File: src/sniff_macros.svh
// Register addresses, field widths, FIFO sizing and FIFO command codes of the sniffer
`ifndef SNIFF_MACROS_SVH
`define SNIFF_MACROS_SVH

//////////////////////////////////////////////////////////////////////////////
// Register map
//////////////////////////////////////////////////////////////////////////////
`define SNIFF_REG_ARM            6'h10
`define SNIFF_REG_TS_DISABLE     6'h11
`define SNIFF_REG_CAPTURE_LEN    6'h12
`define SNIFF_REG_TRIGGER_DELAY  6'h13
`define SNIFF_REG_FIFO_STAT      6'h14
`define SNIFF_REG_FIFO_RD        6'h15

//////////////////////////////////////////////////////////////////////////////
// Field widths
//////////////////////////////////////////////////////////////////////////////
`define SNIFF_ADDR_W        6
`define SNIFF_BYTECNT_W     7
`define SNIFF_TIME_W        16
`define SNIFF_SHORT_TIME_W  3
`define SNIFF_STAT_W        5
`define SNIFF_CMD_W         2
`define SNIFF_CAPLEN_W      16
`define SNIFF_TRIGDLY_W     20

// Capture FIFO size and the fill level where new events are refused
`define SNIFF_FIFO_DEPTH    16
`define SNIFF_FIFO_THRESH   14

// FIFO entry command codes
`define SNIFF_CMD_DATA      2'b00
`define SNIFF_CMD_STAT      2'b01
`define SNIFF_CMD_TIME      2'b10
`define SNIFF_CMD_STRM      2'b11

// Data field of the marker returned when the host reads an empty FIFO
`define SNIFF_STRM_EMPTY    8'hE5

`endif

File: src/sniff_pkg.sv
// Register bus, capture event, FIFO entry and FIFO status types of the sniffer
`include "sniff_macros.svh"

package sniff_pkg;

   // Host register access, one byte per strobe
   typedef struct packed {
      logic [`SNIFF_ADDR_W-1:0]    address;
      logic [`SNIFF_BYTECNT_W-1:0] bytecnt;
      logic [7:0]                  write_data;
      logic                        read;
      logic                        write;
      logic                        addrvalid;
   } reg_bus_t;

   // One event from the USB front end
   typedef struct packed {
      logic [`SNIFF_TIME_W-1:0] tstamp;
      logic [7:0]               data;
      logic [`SNIFF_STAT_W-1:0] stat;
      logic [`SNIFF_CMD_W-1:0]  cmd;
   } capture_t;

   // DATA, STAT and STRM entries
   typedef struct packed {
      logic [`SNIFF_CMD_W-1:0]        cmd;
      logic [`SNIFF_SHORT_TIME_W-1:0] short_time;
      logic [`SNIFF_STAT_W-1:0]       stat;
      logic [7:0]                     data;
   } fe_event_t;

   // TIME entries carry the whole timestamp
   typedef struct packed {
      logic [`SNIFF_CMD_W-1:0]  cmd;
      logic [`SNIFF_TIME_W-1:0] tstamp;
   } fe_time_t;

   // 18-bit FIFO word, decoded by its command field
   typedef union packed {
      fe_event_t ev;
      fe_time_t  ts;
   } fe_entry_t;

   // Zero-extended this gives the FIFO status byte, empty in bit 0
   typedef struct packed {
      logic overflow_blocked;
      logic almost_full;
      logic empty;
   } fifo_status_t;

endpackage

File: src/sniff_reg_file.sv
// Capture configuration registers, arm control and the registered read-back byte
`include "sniff_macros.svh"

module sniff_reg_file (
   input  logic                         cwusb_clk,
   input  logic                         reset_i,
   input  sniff_pkg::reg_bus_t          host_bus,
   input  logic                         match,
   input  sniff_pkg::fifo_status_t      status,
   output logic                         arm_req,
   output logic                         timestamps_disable,
   output logic [`SNIFF_CAPLEN_W-1:0]   capture_len,
   output logic [`SNIFF_TRIGDLY_W-1:0]  trigger_delay,
   output logic [7:0]                   reg_rdata
);

   logic        write_strobe;
   logic        read_strobe;
   logic        lane_ok;
   logic [1:0]  lane;
   logic [31:0] cap_word;
   logic [31:0] trig_word;
   logic [31:0] cap_merged;
   logic [31:0] trig_merged;
   logic [7:0]  status_byte;

   // Replace one byte lane of a register word
   function automatic logic [31:0] merge_lane(input logic [31:0] word,
                                              input logic [1:0]  sel,
                                              input logic [7:0]  data);
      logic [31:0] result;
      result = word;
      result[{sel, 3'b000} +: 8] = data;
      return result;
   endfunction

   assign write_strobe = host_bus.addrvalid & host_bus.write;
   assign read_strobe  = host_bus.addrvalid & host_bus.read;

   // Multi-byte registers only have lanes 0 to 3
   assign lane    = host_bus.bytecnt[1:0];
   assign lane_ok = (host_bus.bytecnt[`SNIFF_BYTECNT_W-1:2] == '0);

   assign cap_word  = {{(32-`SNIFF_CAPLEN_W){1'b0}}, capture_len};
   assign trig_word = {{(32-`SNIFF_TRIGDLY_W){1'b0}}, trigger_delay};

   assign cap_merged  = merge_lane(cap_word, lane, host_bus.write_data);
   assign trig_merged = merge_lane(trig_word, lane, host_bus.write_data);

   assign status_byte = {{(8-$bits(status)){1'b0}}, status};

   //////////////////////////////////////////////////////////////////////////////
   // Register writes
   //////////////////////////////////////////////////////////////////////////////
   always_ff @(posedge cwusb_clk) begin
      if (reset_i) begin
         arm_req            <= 1'b0;
         timestamps_disable <= 1'b0;
         capture_len        <= '0;
         trigger_delay      <= '0;
      end else begin
         // A host write wins over a match in the same cycle
         if (write_strobe && (host_bus.address == `SNIFF_REG_ARM))
            arm_req <= host_bus.write_data[0];
         else if (match)
            arm_req <= 1'b0;

         if (write_strobe) begin
            case (host_bus.address)
               `SNIFF_REG_TS_DISABLE:
                  timestamps_disable <= host_bus.write_data[0];
               `SNIFF_REG_CAPTURE_LEN:
                  if (lane_ok)
                     capture_len <= cap_merged[`SNIFF_CAPLEN_W-1:0];
               `SNIFF_REG_TRIGGER_DELAY:
                  if (lane_ok)
                     trigger_delay <= trig_merged[`SNIFF_TRIGDLY_W-1:0];
               default: ;
            endcase
         end
      end
   end

   //////////////////////////////////////////////////////////////////////////////
   // Read-back, held until the next read strobe
   //////////////////////////////////////////////////////////////////////////////
   always_ff @(posedge cwusb_clk) begin
      if (reset_i) begin
         reg_rdata <= 8'h00;
      end else if (read_strobe) begin
         case (host_bus.address)
            `SNIFF_REG_ARM:
               reg_rdata <= {7'b0, arm_req};
            `SNIFF_REG_TS_DISABLE:
               reg_rdata <= {7'b0, timestamps_disable};
            `SNIFF_REG_CAPTURE_LEN:
               reg_rdata <= lane_ok ? cap_word[{lane, 3'b000} +: 8] : 8'h00;
            `SNIFF_REG_TRIGGER_DELAY:
               reg_rdata <= lane_ok ? trig_word[{lane, 3'b000} +: 8] : 8'h00;
            // FIFO reads also pick the status up here for their third byte
            `SNIFF_REG_FIFO_STAT, `SNIFF_REG_FIFO_RD:
               reg_rdata <= status_byte;
            default:
               reg_rdata <= 8'h00;
         endcase
      end
   end

endmodule

File: src/sniff_entry_packer.sv
// Capture event to FIFO entry packing, threshold drop and overflow sticky bit
`include "sniff_macros.svh"

module sniff_entry_packer (
   input  logic                 cwusb_clk,
   input  logic                 reset_i,
   input  sniff_pkg::capture_t  capture,
   input  logic                 capture_wr,
   input  logic                 almost_full,
   input  logic                 arm_req,
   output logic                 wr_en,
   output sniff_pkg::fe_entry_t wr_entry,
   output logic                 overflow_blocked
);

   import sniff_pkg::*;

   fe_entry_t next_entry;
   logic      accept;

   // No back-pressure, so an event past the threshold is lost
   assign accept = capture_wr & ~almost_full;

   // Entry layout follows the command
   always_comb begin
      next_entry = '0;
      if (capture.cmd == `SNIFF_CMD_TIME) begin
         next_entry.ts.cmd    = capture.cmd;
         next_entry.ts.tstamp = capture.tstamp;
      end else begin
         next_entry.ev.cmd        = capture.cmd;
         next_entry.ev.short_time = capture.tstamp[`SNIFF_SHORT_TIME_W-1:0];
         next_entry.ev.stat       = capture.stat;
         // STAT entries have an empty data field
         if (capture.cmd == `SNIFF_CMD_DATA)
            next_entry.ev.data = capture.data;
      end
   end

   always_ff @(posedge cwusb_clk) begin
      if (reset_i) begin
         wr_en            <= 1'b0;
         overflow_blocked <= 1'b0;
      end else begin
         wr_en <= accept;

         // Sticky until the next arm
         if (capture_wr && almost_full)
            overflow_blocked <= 1'b1;
         else if (arm_req)
            overflow_blocked <= 1'b0;
      end
   end

   always_ff @(posedge cwusb_clk) begin
      if (accept)
         wr_entry <= next_entry;
   end

endmodule

File: src/sniff_fifo.sv
// Synchronous capture FIFO with occupancy count, empty and almost-full flags
`include "sniff_macros.svh"

module sniff_fifo (
   input  logic                 cwusb_clk,
   input  logic                 reset_i,
   input  logic                 wr_en,
   input  sniff_pkg::fe_entry_t wr_entry,
   input  logic                 rd_en,
   output sniff_pkg::fe_entry_t head,
   output logic                 empty,
   output logic                 almost_full
);

   import sniff_pkg::*;

   localparam int DEPTH = `SNIFF_FIFO_DEPTH;
   localparam int PTR_W = $clog2(DEPTH);
   localparam int CNT_W = $clog2(DEPTH + 1);

   localparam logic [PTR_W-1:0] LAST_PTR   = PTR_W'(DEPTH - 1);
   localparam logic [CNT_W-1:0] FULL_COUNT = CNT_W'(DEPTH);
   localparam logic [CNT_W:0]   THRESH     = (CNT_W + 1)'(`SNIFF_FIFO_THRESH);

   fe_entry_t        mem [DEPTH];
   logic [PTR_W-1:0] wr_ptr;
   logic [PTR_W-1:0] rd_ptr;
   logic [CNT_W-1:0] count;
   logic [CNT_W:0]   fill_pending;
   logic             do_write;
   logic             do_read;

   function automatic logic [PTR_W-1:0] next_ptr(input logic [PTR_W-1:0] ptr);
      return (ptr == LAST_PTR) ? '0 : ptr + 1'b1;
   endfunction

   assign do_write = wr_en & (count != FULL_COUNT);
   assign do_read  = rd_en & (count != '0);

   always_ff @(posedge cwusb_clk) begin
      if (do_write)
         mem[wr_ptr] <= wr_entry;
   end

   always_ff @(posedge cwusb_clk) begin
      if (reset_i) begin
         wr_ptr <= '0;
         rd_ptr <= '0;
         count  <= '0;
      end else begin
         if (do_write)
            wr_ptr <= next_ptr(wr_ptr);
         if (do_read)
            rd_ptr <= next_ptr(rd_ptr);

         case ({do_write, do_read})
            2'b10:   count <= count + 1'b1;
            2'b01:   count <= count - 1'b1;
            default: count <= count;
         endcase
      end
   end

   // First-word fall-through head
   assign head  = mem[rd_ptr];
   assign empty = (count == '0);

   // Counting the write still in flight keeps the accepted total at the threshold
   assign fill_pending = {1'b0, count} + {{CNT_W{1'b0}}, wr_en};
   assign almost_full  = (fill_pending >= THRESH);

endmodule

File: src/sniff_fifo_reader.sv
// Byte-framed FIFO reads, empty marker, arm flush and the host read-data mux
`include "sniff_macros.svh"

module sniff_fifo_reader (
   input  logic                 cwusb_clk,
   input  logic                 reset_i,
   input  sniff_pkg::reg_bus_t  host_bus,
   input  sniff_pkg::fe_entry_t head,
   input  logic                 empty,
   input  logic                 arm_req,
   input  logic [7:0]           reg_rdata,
   output logic                 rd_en,
   output logic                 arm_out,
   output logic [7:0]           read_data
);

   import sniff_pkg::*;

   fe_entry_t  entry_q;
   fe_entry_t  marker;
   logic       read_strobe;
   logic       fifo_addr;
   logic       frame_start;
   logic       read_pop;
   logic       flush_pop;
   logic       arm_r;
   logic       flushing;
   logic       sel_fifo;
   logic [1:0] sel_byte;

   assign read_strobe = host_bus.addrvalid & host_bus.read;
   assign fifo_addr   = (host_bus.address == `SNIFF_REG_FIFO_RD);

   // Byte 0 of each four-byte frame takes the head entry
   assign frame_start = read_strobe & fifo_addr & (host_bus.bytecnt[1:0] == 2'd0);
   assign read_pop    = frame_start & ~empty;
   assign flush_pop   = flushing & ~empty;
   assign rd_en       = read_pop | flush_pop;

   always_comb begin
      marker         = '0;
      marker.ev.cmd  = `SNIFF_CMD_STRM;
      marker.ev.data = `SNIFF_STRM_EMPTY;
   end

   // Empty reads latch the marker and leave the FIFO alone
   always_ff @(posedge cwusb_clk) begin
      if (frame_start)
         entry_q <= empty ? marker : head;
   end

   always_ff @(posedge cwusb_clk) begin
      if (reset_i) begin
         sel_fifo <= 1'b0;
         sel_byte <= 2'd0;
      end else if (read_strobe) begin
         sel_fifo <= fifo_addr;
         sel_byte <= host_bus.bytecnt[1:0];
      end
   end

   //////////////////////////////////////////////////////////////////////////////
   // Arm flush
   //////////////////////////////////////////////////////////////////////////////
   always_ff @(posedge cwusb_clk) begin
      if (reset_i) begin
         arm_r    <= 1'b0;
         flushing <= 1'b0;
      end else begin
         arm_r <= arm_req;
         if (arm_req && !arm_r)
            flushing <= 1'b1;
         else if (empty)
            flushing <= 1'b0;
      end
   end

   // Held low until the old entries are gone
   assign arm_out = arm_r & ~flushing;

   //////////////////////////////////////////////////////////////////////////////
   // Read data mux
   //////////////////////////////////////////////////////////////////////////////
   always_comb begin
      if (sel_fifo) begin
         case (sel_byte)
            2'd0:    read_data = entry_q[7:0];
            2'd1:    read_data = entry_q[15:8];
            // Status byte from the register file sits above the command bits
            2'd2:    read_data = {reg_rdata[5:0], entry_q[17:16]};
            default: read_data = 8'h00;
         endcase
      end else begin
         read_data = reg_rdata;
      end
   end

endmodule

File: src/sniff_top.sv
// Sniffer register and capture-buffer top level with its four submodules
`include "sniff_macros.svh"

module sniff_top (
   input  logic                         cwusb_clk,
   input  logic                         reset_i,
   input  sniff_pkg::reg_bus_t          host_bus,
   output logic [7:0]                   read_data,
   input  sniff_pkg::capture_t          capture,
   input  logic                         capture_wr,
   input  logic                         match,
   output logic                         arm_out,
   output logic                         timestamps_disable,
   output logic [`SNIFF_CAPLEN_W-1:0]   capture_len,
   output logic [`SNIFF_TRIGDLY_W-1:0]  trigger_delay
);

   import sniff_pkg::*;

   logic         arm_req;
   logic [7:0]   reg_rdata;
   logic         wr_en;
   logic         rd_en;
   fe_entry_t    wr_entry;
   fe_entry_t    head;
   logic         fifo_empty;
   logic         fifo_almost_full;
   logic         overflow_blocked;
   fifo_status_t fifo_status;

   assign fifo_status.empty            = fifo_empty;
   assign fifo_status.almost_full      = fifo_almost_full;
   assign fifo_status.overflow_blocked = overflow_blocked;

   sniff_reg_file i_reg_file (
      .cwusb_clk          (cwusb_clk),
      .reset_i            (reset_i),
      .host_bus           (host_bus),
      .match              (match),
      .status             (fifo_status),
      .arm_req            (arm_req),
      .timestamps_disable (timestamps_disable),
      .capture_len        (capture_len),
      .trigger_delay      (trigger_delay),
      .reg_rdata          (reg_rdata)
   );

   sniff_entry_packer i_packer (
      .cwusb_clk        (cwusb_clk),
      .reset_i          (reset_i),
      .capture          (capture),
      .capture_wr       (capture_wr),
      .almost_full      (fifo_almost_full),
      .arm_req          (arm_req),
      .wr_en            (wr_en),
      .wr_entry         (wr_entry),
      .overflow_blocked (overflow_blocked)
   );

   sniff_fifo i_fifo (
      .cwusb_clk   (cwusb_clk),
      .reset_i     (reset_i),
      .wr_en       (wr_en),
      .wr_entry    (wr_entry),
      .rd_en       (rd_en),
      .head        (head),
      .empty       (fifo_empty),
      .almost_full (fifo_almost_full)
   );

   sniff_fifo_reader i_reader (
      .cwusb_clk (cwusb_clk),
      .reset_i   (reset_i),
      .host_bus  (host_bus),
      .head      (head),
      .empty     (fifo_empty),
      .arm_req   (arm_req),
      .reg_rdata (reg_rdata),
      .rd_en     (rd_en),
      .arm_out   (arm_out),
      .read_data (read_data)
   );

endmodule

File: config.mk
export PLATFORM = sky130hd
export DESIGN_NAME = sniff_top
export DESIGN_NICKNAME = d
export VERILOG_FILES = /design/src/sniff_pkg.sv /design/src/sniff_reg_file.sv /design/src/sniff_entry_packer.sv /design/src/sniff_fifo.sv /design/src/sniff_fifo_reader.sv /design/src/sniff_top.sv
export VERILOG_INCLUDE_DIRS = /design/src
export SDC_FILE = /design/constraint.sdc
export NUM_CORES = 1
export LEC_CHECK = 0
export ABC_AREA = 1
export BUFFER_PORTS_ARGS = -buffer_cell sky130_fd_sc_hd__buf_2
export CAP_MARGIN = 20
export CORE_UTILIZATION = 60
export DETAILED_ROUTE_END_ITERATION = 10
export PLACE_DENSITY = 0.79
export SETUP_SLACK_MARGIN = 0.2
export SLEW_MARGIN = 20
export SYNTH_ARGS = -nofsm -noshare
export SYNTH_HDL_FRONTEND = slang
export SYNTH_SLANG_ARGS = --single-unit
File: constraint.sdc
create_clock -name cwusb_clk -period 5.1 [get_ports cwusb_clk]
set_clock_uncertainty 0.15 [all_clocks]
set_input_delay 1.02 -clock cwusb_clk [delete_from_list [all_inputs] [get_ports cwusb_clk]]
set_output_delay 1.02 -clock cwusb_clk [all_outputs]
set_load 0.01 [all_outputs]
**Yosys cells after proc, flatten, opt, wreduce, memory -nomap -nowiden**

Memories as Yosys holds them, arrays and structs flattened. A register that Yosys moved wholly into a read port is not among the register bits.
Cells that the tools add are included.

- Output and inout bits: 46
- Bits in registers: 84
- Bits in writable memories: 288
- Memories: 1
- Input bits: 59
- Word-level logic and storage cells: 93

- Mux-type cells: 20
- Eq/ne operators: 14
- Shift-type cells: 4
- Magnitude comparators: 1
- Reduce and logical (&&, ||, !) cells: 18
- Add/sub/neg operators: 6
- Bitwise logic cells: 14

Memories:

| name | depth | width | read ports | clocked after Yosys merged registers in | wr ports | line | source |
|---|---|---|---|---|---|---|---|
| i_fifo.mem | 16 | 18 | 1 | 1 | 1 | sniff_fifo.sv:25 | `fe_entry_t mem [DEPTH];` |

Operators with widths:

| operator | count |
|---|---|
| 32-bit bitwise mux | 2 |
| 32-bit by 6-bit indexed part select with 8-bit output | 2 |
| 8-bit case mux with 5 select lines | 1 |
| 6-bit by 5-bit equality test with 1-bit output, second input constant | 6 |
| 8-bit two-way mux | 4 |
| 8-bit by 7-bit variable shift with 32-bit output, first input constant | 1 |
| 8-bit by 7-bit indexed part select with 32-bit output | 1 |
| 8-bit case mux with 3 select lines | 1 |
| 16-bit two-way mux | 1 |
| 1-bit bitwise AND | 10 |
| 5-bit logical NOT | 2 |
| 5-bit case mux with 2 select lines | 1 |
| 4-bit by 1-bit adder with 4-bit output, second input constant | 2 |
| 4-bit equality test, second input constant | 2 |
| 1-bit two-way mux | 8 |
| 4-bit two-way mux | 2 |
| 2-bit nonzero test | 4 |
| 5-bit negator with 7-bit output | 1 |
| 5-bit by 1-bit adder with 6-bit output | 1 |
| 2-bit equality test, second input constant | 3 |
| 6-bit by 4-bit >= comparator with 1-bit output, second input constant | 1 |
| 2-bit logical NOT | 3 |
| 3-bit AND reduction | 2 |
| 5-bit by 1-bit adder with 5-bit output, second input constant | 1 |
| other kinds (10) | 15 |

**Logic depth before layout (Yosys ltp)**

Gate-level depths: netlist of run 1.

- Depth in word-level cells: 8
- Gate-level depth with buffers: 16
- Mapped depth without buffers: 15

**Modules after synthesis**

Synthesis of run 1 repeated with hierarchy kept, for this count alone.

- Cells, all modules: 1,674
- Area total of the unflattened synthesis: 17,410.4 um^2

By module, submodules not included:

| module | area each (um^2) | times used | seq. area each (um^2) | cells each |
|---|---|---|---|---|
| sniff_fifo | 12,796.0 | 1 | 8,988.6 | 1,069 |
| sniff_reg_file | 2,561.2 | 1 | 920.9 | 379 |
| sniff_fifo_reader | 1,226.2 | 1 | 640.6 | 145 |
| sniff_entry_packer | 827.0 | 1 | 580.6 | 81 |

**Least setup slack after synthesis of run 1**

OpenSTA, ideal clock, no wires.

- Path type: input to register
- Start point: input port host_bus[11] (netlist bit)
- End point: register i_fifo.count[4]
- Buffers on the path: 2
- Arrival: 4,072 ps
- Data required time: 4,880 ps
- Stages: 15
- Library setup time: 70 ps
- Slack: 807 ps
- Cells stage by stage: buf_2 inv_1 buf_4 ha_1 inv_1 nor2_1 nand2_1 nand2_2 ha_1 inv_1 fa_1 o21ai_0 xor2_1 nand2_1 a21oi_1

- Word-level cells in the longest chain between the ends: 7
- Elaborated cells on any way between the ends: 9
- Those cells by class: eq/ne: 2; mux: 1; bitwise: 4; reduce/logical: 2

Ends and longest elaborated chain:

| what | line | source |
|---|---|---|
| start: declaration | sniff_top.sv:7 | `input sniff_pkg::reg_bus_t host_bus,` |
| 2-bit logical NOT * | sniff_fifo_reader.sv:35 | `assign frame_start = read_strobe & fifo_addr & (host_bus.bytecnt[1:0] == 2'd0);` |
| 1-bit bitwise AND * | sniff_fifo_reader.sv:35 |  |
| 1-bit bitwise AND * | sniff_fifo_reader.sv:36 | `assign read_pop = frame_start & ~empty;` |
| 1-bit OR * | sniff_fifo_reader.sv:38 | `assign rd_en = read_pop \| flush_pop;` |
| 1-bit bitwise AND * | sniff_fifo.sv:38 | `assign do_read = rd_en & (count != '0);` |
| net i_fifo.do_read | sniff_fifo.sv:31 | `logic do_read;` |
| 2-bit by 1-bit equality test with 1-bit output or 2-bit equality test (tied branches) | sniff_fifo.sv:56 | `case ({do_write, do_read})` |
| 5-bit case mux with 2 select lines or 2-bit nonzero test (tied branches) | n/a |  |
| end signal: assignment | sniff_fifo.sv:57 | `2'b10: count <= count + 1'b1;` |
| end signal: assignment | sniff_fifo.sv:58 | `2'b01: count <= count - 1'b1;` |
| end signal: assignment | sniff_fifo.sv:59 | `default: count <= count;` |
| end: declaration | sniff_fifo.sv:28 | `logic [CNT_W-1:0] count;` |

The timed path passes the listed nets; every way through them passes the cells marked *.
A chain may end at the register's enable or synchronous reset.

**Worst setup path in the final report of run 1**

Ends and elaborated chain as after synthesis.

==> impl_metrics.toml, run 1 <==
[timing]
slew_headroom = 0.265
max_freq_mhz = 269
rsz0062_at_grt = "no"
final-setup-viol-count = 0
fin_crit_sh = 0.730
final-max-slew-violation-count = 0
final.setup.tns_ps = 0
worstMarginPinSlew_ps = 1100
min_period_ps = 3720
holdWs_ps = 319
hold_viol_final = 0

[final_layout]
stdcell_area_um2 = 18400
synthToLayoutAreaGrowth_pct = 12.0
drive_above_1_share = 0.147
nNetsFinal = 1661
antenna_cells = 0
final_cells = 1958
fill_cells = 1871

[clock_tree]
path_clk_slew_ps = 60
numCtsBuffers = 40
cts_resized = 0
cts_max_level = 2
cts_setup_buffers = 0
clock_sinks = 390
hold_buffers = 0
cts_buffer_depth = 3
cts_tree = "built"
clkLatencyLatePin_ps = 550
cts_root_buffer = "clkbuf_16"

[setup_path]
reg2reg_to = "i_reader.entry_q[17]$_SDFFCE_PP1N_"
cp.arrival_ps = 4040
cp-start-kind = "input pin"
cp-end-kind = "flip-flop"
reg2reg_depth = 8
critPathKind = "in -> reg"
cp.required_ps = 5420
worstReg2RegStart = "i_fifo.rd_ptr[0]$_SDFFE_PP0P_"
startpoint = "host_bus[11]"
worstPathMaxFanout = 28
rrSetupSlack_ps = 1530

[synthesis]
ys_seq_area_frac = 0.673
synthMuxAreaShare = 0.00960
ys_ff_latch = 390
async_flop_share = 0
ys_warn_count = 0
synth_top_family_by_area = "simple AND/OR/NAND/NOR gates"
synth_edf_count = 324
synth-xor-area-share = 0.00267
syn_nets = 1575
syn_inst = 1500
synth_cell_types = 39
synth-simple-area-share = 0.136
synth_top_area_cell = "edfxtp_1"
avgSynthCellArea_um2 = 11.0
synthFlopType = "edfxtp_1"
synthAdderAreaFrac = 0.0126
synth.area.top_cells = "edfxtp_1 59%, dfxtp_1 8.0%, nor2_1 5.8%, o21ai_0 5.6%, nand2_1 4.6%"
synthesis.area_um2 = 16400
synth_top_area_frac = 0.592
synth_compound_area_frac = 0.119

[grt]
antenna_found_initial = 0
grt_pass1_wl_mm = 57.2
grt_max_degree = 107
gr-total-overflow = 0
grtUsageTotal = 0.263
grt_pass1_vias = 11100

[hold_path]
whs_endpoint = "i_reg_file.reg_rdata[6]$_SDFFE_PP0P_"
hold-path-cell-count = 2
hold_start = "i_reg_file.reg_rdata[6]$_SDFFE_PP0P_"
min_path_type = "reg -> reg"

[pwr]
powerDensity_nw_per_um2 = 352
ir_drop_v = 0.000252
p_leak_nw = 6.65
p_total_mw = 6.48

[placement]
dp_hpwl_mm = 22.5
placed_cells = 1885
portBuffers = 104
placed_area_um2 = 17100
place_congestion = 0.897

[routing]
vias = 11600
ant_nets = 0
drc = 0
vias_per_cell = 5.92
initialDrtViolationCount = 1322
drtPass1Iterations = 5
totalWireLength_mm = 36.7
post_drt_wl_per_cell_um = 18.7

[die]
io_pins = 105
fp.coreArea_um2 = 26900
num_rows = 60
dieArea_um2 = 28000
die_w_um = 167
start_util = 0.611
die_y_um = 167

[outcome]
status = "completed"

[flow_run]
cap_viol_max_count = 0
==> cell type report <==
| cell class | count | area, um^2 | share of cell area |
|---|---|---|---|
| Clock buffer | 43 | 1010 | 0.0550 |
| Timing Repair Buffer | 119 | 633 | 0.0344 |
| Inverter | 98 | 372 | 0.0202 |
| Multi-Input combinational cell | 937 | 4680 | 0.254 |
| Clock inverter | 30 | 221 | 0.0120 |
| Sequential cell | 390 | 11100 | 0.601 |
| Tap cell | 341 | 427 | 0.0232 |
==> per-layer routing <==
metal | GRT usage | vias up | wire, um
met3 | 0.0428 | 91 | 3260
li1 | - | 5439 | -
met5 | 0 | - | 0
met1 | 0.356 | 5478 | 14900
met2 | 0.428 | 574 | 17500
met4 | 0.102 | 0 | 1020
==> worst max-delay path, cell delays in order <==
cell and delay, ps:
buf_2 230, inv_1 410, ha_1 240, inv_1 70
nor2_1 100, buf_4 260, nand2_1 100, nand2_2 150
ha_1 310, inv_1 100, fa_1 460, o21ai_0 230
xor2_1 170, nand2_1 60, a21oi_1 110
==> power breakdown <==
part           internal, mW  switching (mW)  total (mW)
Clock                  1.55            1.19        2.73
Sequential             3.49          0.0521        3.54
Combinational        0.0629           0.138       0.201
Total                  5.10            1.38        6.48
==> cell usage in the layout (no fill, tap or decap), types with 9 or more instances in the layout <==
cell,count
a21oi_1,76
buf_2,104
buf_4,15
clkbuf_16,40
clkinv_1,17
dfxtp_1,64
edfxtp_1,324
ha_1,15
inv_1,86
inv_2,9
mux2_2,14
nand2_1,200
nand3_1,56
nand4_1,10
nor2_1,239
nor2_4,11
o211ai_1,33
o21ai_0,183
o21ai_1,17
o22ai_1,42
==> cells in the mapped netlist, types with 19 or more instances <==
cell	number
nand2_1	200
inv_1	86
buf_2	19
dfxtp_1	66
o211ai_1	33
clkbuf_1	32
o22ai_1	42
nor2_1	252
edfxtp_1	324
nand3_1	56
o21ai_0	183
a21oi_1	76
==> worst max path at each step <==
stage / endpoint / slack (ps) / cells after the start
final: i_fifo.count[4]$_SDFFE_PP0P_ / 1380 / 15
after global routing: i_fifo.count[4]$_SDFFE_PP0P_ / 1000 / 15
after CTS: i_fifo.count[4]$_SDFFE_PP0P_ / 1390 / 15
after detailed placement: i_fifo.count[4]$_SDFFE_PP0P_ / 850 / 15
after global placement: i_fifo.count[4]$_SDFFE_PP0P_ / 960 / 15
after floorplan: i_fifo.count[4]$_SDFFE_PP0P_ / 810 / 15
==> sequential cells by signal (all words and copies together) (netlist names) <==
name / count
i_fifo.count: 5
i_reader.entry_q: 18
i_reg_file.arm_req: 1
i_reg_file.capture_len: 16
i_packer.overflow_blocked: 1
i_reg_file.reg_rdata: 8
i_reader.sel_fifo: 1
i_fifo.wr_ptr: 4
i_reader.flushing: 1
i_packer.wr_en: 1
i_reg_file.timestamps_disable: 1
i_fifo.mem: 288
i_reader.arm_r: 1
i_packer.wr_entry: 18
i_fifo.rd_ptr: 4
i_reg_file.trigger_delay: 20
i_reader.sel_byte: 2
==> cells by family after synthesis <==
logic type | Yosys count
muxes | 14
xor gates and xnor gates | 5
DFF | 390
buffers and inverters | 173
AOI/OAI and AO/OA | 358
adders and majority gates | 16
and+or+nand+nor | 544
==> per-stage QoR <==
stage          setup WS, ps  utilization
2_1_floorplan           807            -
6_report               1380        0.685
3_3_place_gp            963        0.637
3_5_place_dp            853        0.637
5_1_grt                1000        0.685
4_1_cts                1390        0.683
No activity file was read; power rests on OpenSTA's default activity.
==> run 2, diff against run 1 <==
--- a/config.mk
+++ b/config.mk
@@ -9,9 +9,9 @@
 export ABC_AREA = 1
 export BUFFER_PORTS_ARGS = -buffer_cell sky130_fd_sc_hd__buf_2
 export CAP_MARGIN = 20
-export CORE_UTILIZATION = 60
+export CORE_UTILIZATION = 55
 export DETAILED_ROUTE_END_ITERATION = 10
-export PLACE_DENSITY = 0.79
+export PLACE_DENSITY = 0.76
 export SETUP_SLACK_MARGIN = 0.2
 export SLEW_MARGIN = 20
 export SYNTH_ARGS = -nofsm -noshare
==> constraint.sdc (replaced) <==
create_clock -name cwusb_clk -period 3 [get_ports cwusb_clk]
set_clock_uncertainty 0.15 [all_clocks]
set_input_delay 0.6 -clock cwusb_clk [delete_from_list [all_inputs] [get_ports cwusb_clk]]
set_output_delay 0.6 -clock cwusb_clk [all_outputs]
set_load 0.01 [all_outputs]
==> run 2 against run 1 <==
  * Sequential share of layout area fell by 1.1 points
  * Global-route usage fell by 1.2 points
  * Worst hold slack got worse by 170 ps
  * Power rose by 74%
  * Sequential power rose by 70%
  * Highest routed layer unchanged
==> impl_metrics.toml, run 2 (synthesized netlist as in run 1, its figures left out) <==
[clock_tree]
clkLatencyLatePin_ps = 520
cts_resized = 0
cts_buffer_depth = 3
hold_buffers = 0
cts_setup_buffers = 0
path_clk_slew_ps = 60
cts_max_level = 2
clock_sinks = 390
cts_tree = "built"
numCtsBuffers = 39
cts_root_buffer = "clkbuf_16"

[final_layout]
final_cell_mix = "324 x edfxtp_1, 235 x nor2_1, 200 x nand2_1, 182 x o21ai_0, 104 x buf_2"
top_regs = "i_fifo.mem x288, i_reg_file.trigger_delay x20"
antenna_cells = 0
largest_reg_flops = 288
synthToLayoutAreaGrowth_pct = 14.0
final_common_cell = "edfxtp_1"
regMostFlops = "i_fifo.mem"
drive_above_1_share = 0.167
nNetsFinal = 1686
final_cells = 2025
fill_cells = 2207

[timing]
min_period_ps = 2610
hold_viol_final = 0
final-max-slew-violation-count = 0
final.setup.tns_ps = 0
fin_crit_sh = 0.871
max_freq_mhz = 383
worstMarginPinSlew_ps = 738
slew_headroom = 0.507
rsz0062_at_grt = "no"
final-setup-viol-count = 0

[placement]
placed_cells = 1954
place_congestion = 0.867
dp_hpwl_mm = 24.1
portBuffers = 104

[setup_path]
worstReg2RegStart = "i_fifo.count[1]$_SDFFE_PP0P_"
reg2reg_to = "i_fifo.count[4]$_SDFFE_PP0P_"
cp.required_ps = 2250
worstPathMaxFanout = 8
reg2reg_depth = 13
cp.arrival_ps = 1860
rrSetupSlack_ps = 460
cp-start-kind = "flip-flop"
critPathKind = "reg -> out"
cp-end-kind = "output pin"

[grt]
grt_pass1_vias = 11200
met2_usage = 0.422
met3_usage = 0.0329
grt_pass1_wl_mm = 59.2
antenna_found_initial = 0
met1_usage = 0.341
grtUsageTotal = 0.250
grt_max_degree = 55
gr-total-overflow = 0
grt.busiest_layer = "met2"

[die]
die_y_um = 175
io_pins = 105
num_rows = 62
die_w_um = 175
start_util = 0.566
dieArea_um2 = 30600
fp.coreArea_um2 = 29000

[routing]
initialDrtViolationCount = 1263
drc = 0
post_drt_wl_per_cell_um = 18.9
vias_per_cell = 5.84
totalWireLength_mm = 38.3
vias = 11800
ant_nets = 0
drtPass1Iterations = 7

[pwr]
ir_drop_v = 0.000435
p_leak_nw = 6.81
powerDensity_nw_per_um2 = 601

[hold_path]
whs_endpoint = "i_packer.wr_entry[16]$_DFFE_PP_"
hold-path-cell-count = 1
hold_start = "capture[0]"
min_path_type = "in -> reg"

[outcome]
status = "completed"

[flow_run]
cap_viol_max_count = 0
==> run 2: layer usage <==
metal / wire [um] / share of wire / up-vias
li1: - / - / 5492
met1: 15700 / 0.41 / 5712
met2: 18700 / 0.49 / 549
met3: 3000 / 0.078 / 75
met4: 864 / 0.023 / 0
met5: 0 / 0 / -
==> run 2: worst max-delay path by stage <==
| stage | cells past startpoint | end | startpoint |
|---|---|---|---|
| after detailed placement | 15 | i_fifo.count[4]$_SDFFE_PP0P_ | host_bus[23] |
| after floorplan | 15 | i_fifo.count[4]$_SDFFE_PP0P_ | host_bus[11] |
| final | 6 | read_data[2] | i_reader.sel_byte[0]$_SDFFE_PP0P_ |
| after global placement | 15 | i_fifo.count[4]$_SDFFE_PP0P_ | host_bus[23] |
| after CTS | 6 | read_data[2] | i_reader.sel_byte[0]$_SDFFE_PP0P_ |
| after global routing | 6 | read_data[6] | i_reader.sel_byte[0]$_SDFFE_PP0P_ |
==> run 2: report_power, final <==
| group | switching, mW | total (mW) | internal [mW] |
|---|---|---|---|
| Sequential | 0.0879 | 6.03 | 5.94 |
| Clock | 1.94 | 4.87 | 2.93 |
| Combinational | 0.247 | 0.365 | 0.118 |
==> run 2: cell type report <==
class                   count  area [um^2]  share of cell area
flip-flops and latches    390        11100               0.590
well taps                 384          480              0.0257
multi-input cells         937         4690               0.250
clock inverters            20          225              0.0120
clock buffers              51         1060              0.0567
repair buffers            145          841              0.0449
inverters                  98          374              0.0200
==> run 2: per-stage QoR <==
step                power (mW)  cell area [um^2]  utilization  setup slack [ps]  hold slack (ps)
detailed placement        6.50             17400        0.601               231              310
floorplan                 6.32             16500            -               153              293
global placement          6.48             17400        0.601               320              304
CTS                       11.3             18700        0.645               398              130
global route              11.6             18700        0.645               246              131
finish                    11.3             18700        0.645               386              147
==> run 2: worst max-delay path, cell delays in order, from the launching register on <==
cell     delay [ps]
dfxtp_1         360
inv_1            60
nor2_1          380
nand2_1         150
nand3_1         120
mux2_2          150
buf_2           130
==> run 3, diff against run 2 <==
--- a/config.mk
+++ b/config.mk
@@ -9,9 +9,8 @@
 export ABC_AREA = 1
 export BUFFER_PORTS_ARGS = -buffer_cell sky130_fd_sc_hd__buf_2
 export CAP_MARGIN = 20
-export CORE_UTILIZATION = 55
+export CORE_UTILIZATION = 44
 export DETAILED_ROUTE_END_ITERATION = 10
-export PLACE_DENSITY = 0.76
 export SETUP_SLACK_MARGIN = 0.2
 export SLEW_MARGIN = 20
 export SYNTH_ARGS = -nofsm -noshare
==> run 3 against run 2 <==
  * Setup slack worse by 7.9 ps
  * Final cell count rose by 4.3%
  * Core utilization is 13 points lower
==> impl_metrics.toml, run 3 (synthesized netlist as in run 1, its figures left out) <==
[outcome]
status = "completed"

[routing]
drc = 0
initialDrtViolationCount = 850
drt-met1-wl_mm = 17.7
top_layer = "met4"
vias_per_cell = 5.38
wl_met3_mm = 2.07
vias = 11400
ant_nets = 0
post_drt_wl_per_cell_um = 18.4
drtPass1Iterations = 5
totalWireLength_mm = 38.9
dr_wl_met2_mm = 18.4

[setup_path]
reg2reg_depth = 13
worstPathMaxFanout = 8
startpoint = "i_reader.sel_byte[1]$_SDFFE_PP0P_"
cp.arrival_ps = 1870
reg2reg_to = "i_fifo.count[4]$_SDFFE_PP0P_"
critPathKind = "reg -> out"
cp-start-kind = "flip-flop"
rrSetupSlack_ps = 520
worstReg2RegStart = "i_fifo.count[1]$_SDFFE_PP0P_"
cp.required_ps = 2250
cp-end-kind = "output pin"
critPathCapture = "read_data[4]"

[die]
die_y_um = 195
dieArea_um2 = 38100
io_pins = 105
start_util = 0.448
num_rows = 70
die_w_um = 195
fp.coreArea_um2 = 36700

[timing]
final-setup-viol-count = 0
slew_headroom = 0.428
final-max-slew-violation-count = 0
hold_viol_final = 0
min_period_ps = 2620
final.setup.tns_ps = 0
max_freq_mhz = 381
holdWs_ps = 118
worstMarginPinSlew_ps = 858
fin_crit_sh = 0.874
rsz0062_at_grt = "no"

[final_layout]
top_regs = "i_fifo.mem x288, i_reg_file.trigger_delay x20"
regMostFlops = "i_fifo.mem"
synthToLayoutAreaGrowth_pct = 14.8
nNetsFinal = 1691
antenna_cells = 0
final_core_util = 0.514
final_cells = 2113
drive_above_1_share = 0.169
final_common_cell = "edfxtp_1"
largest_reg_flops = 288
final_cell_mix = "324 x edfxtp_1, 234 x nor2_1, 200 x nand2_1, 182 x o21ai_0, 104 x buf_2"

[clock_tree]
cts_max_level = 2
path_clk_slew_ps = 50
cts_root_buffer = "clkbuf_16"
clkLatencyLatePin_ps = 550
cts_setup_buffers = 0
cts_tree = "built"
clock_sinks = 390
numCtsBuffers = 42
cts_buffer_depth = 3

[grt]
grtUsageTotal = 0.207
antenna_found_initial = 0
grt_max_degree = 115
grt_pass1_wl_mm = 60.9
grt_pass1_vias = 10800
gr-total-overflow = 0

[pwr]
ir_drop_v = 0.000380
p_total_mw = 11.2
p_leak_nw = 6.82
powerDensity_nw_per_um2 = 595

[placement]
placed_cells = 2040
dp_hpwl_mm = 24.1
place_congestion = 0.851
portBuffers = 104

[hold_path]
min_path_type = "in -> reg"
hold-path-cell-count = 1

[flow_run]
cap_viol_max_count = 0
## run 3: cell count changes in the layout (fill, tap and decap cells not counted), moves of 2 or more
cell       before  now
clkbuf_8        4    0
clkbuf_16      39   45
clkbuf_1        8   10
buf_12          1    3
bufinv_16       5    1
inv_6           3    1
clkinv_2        4    7
## run 3: worst min-delay path by stage
stage,from,to
finish,capture[0],i_packer.wr_entry[16]$_DFFE_PP_
global route,capture[0],i_packer.wr_entry[16]$_DFFE_PP_
CTS,capture[0],i_packer.wr_entry[16]$_DFFE_PP_
detailed placement,i_reg_file.trigger_delay[16]$_SDFFE_PP0P_,i_reg_file.trigger_delay[16]$_SDFFE_PP0P_
global placement,i_reg_file.capture_len[3]$_SDFFE_PP0P_,i_reg_file.capture_len[3]$_SDFFE_PP0P_
floorplan,i_reg_file.reg_rdata[6]$_SDFFE_PP0P_,i_reg_file.reg_rdata[6]$_SDFFE_PP0P_
## run 3: repair_timing
action	4_1_cts	5_1_grt
setup endpoints to repair	0	1
resized for setup	0	1
hold buffers	0	0
## run 3: routing by layer
layer,vias to the layer above,global-route usage
li1,5514,-
met1,5484,0.286
met2,316,0.338
met3,56,0.0311
met4,0,0.0589
met5,-,0
## run 3: metrics by stage
stage	worst slack [ps]	instance area [um^2]
floorplan	153	16500
global placement	295	17600
detailed placement	247	17600
CTS	371	18900
global route	230	18900
finish	378	18900
## run 3: layout make-up
class                   count  area, um^2
multi-input cells         937        4690
clock inverters            18         113
repair buffers            147         881
fillers                  3218       17800
clock buffers              55        1160
inverters                  98         375
flip-flops and latches    390       11100
well taps                 468         586
## run 3: worst max-delay path, cell delays in order, from the launching register on
cell	delay, ps
dfxtp_1	360
inv_1	70
nor2_1	420
nand2_1	100
nand3_1	100
mux2_2	170
buf_2	130
## run 3: power by group
group	switching [mW]	leakage, nW	internal [mW]	total (mW)
Clock	2.02	0.629	2.81	4.83
Sequential	0.0887	3.48	5.94	6.03
Combinational	0.251	2.71	0.121	0.372
Total	2.36	6.82	8.87	11.2
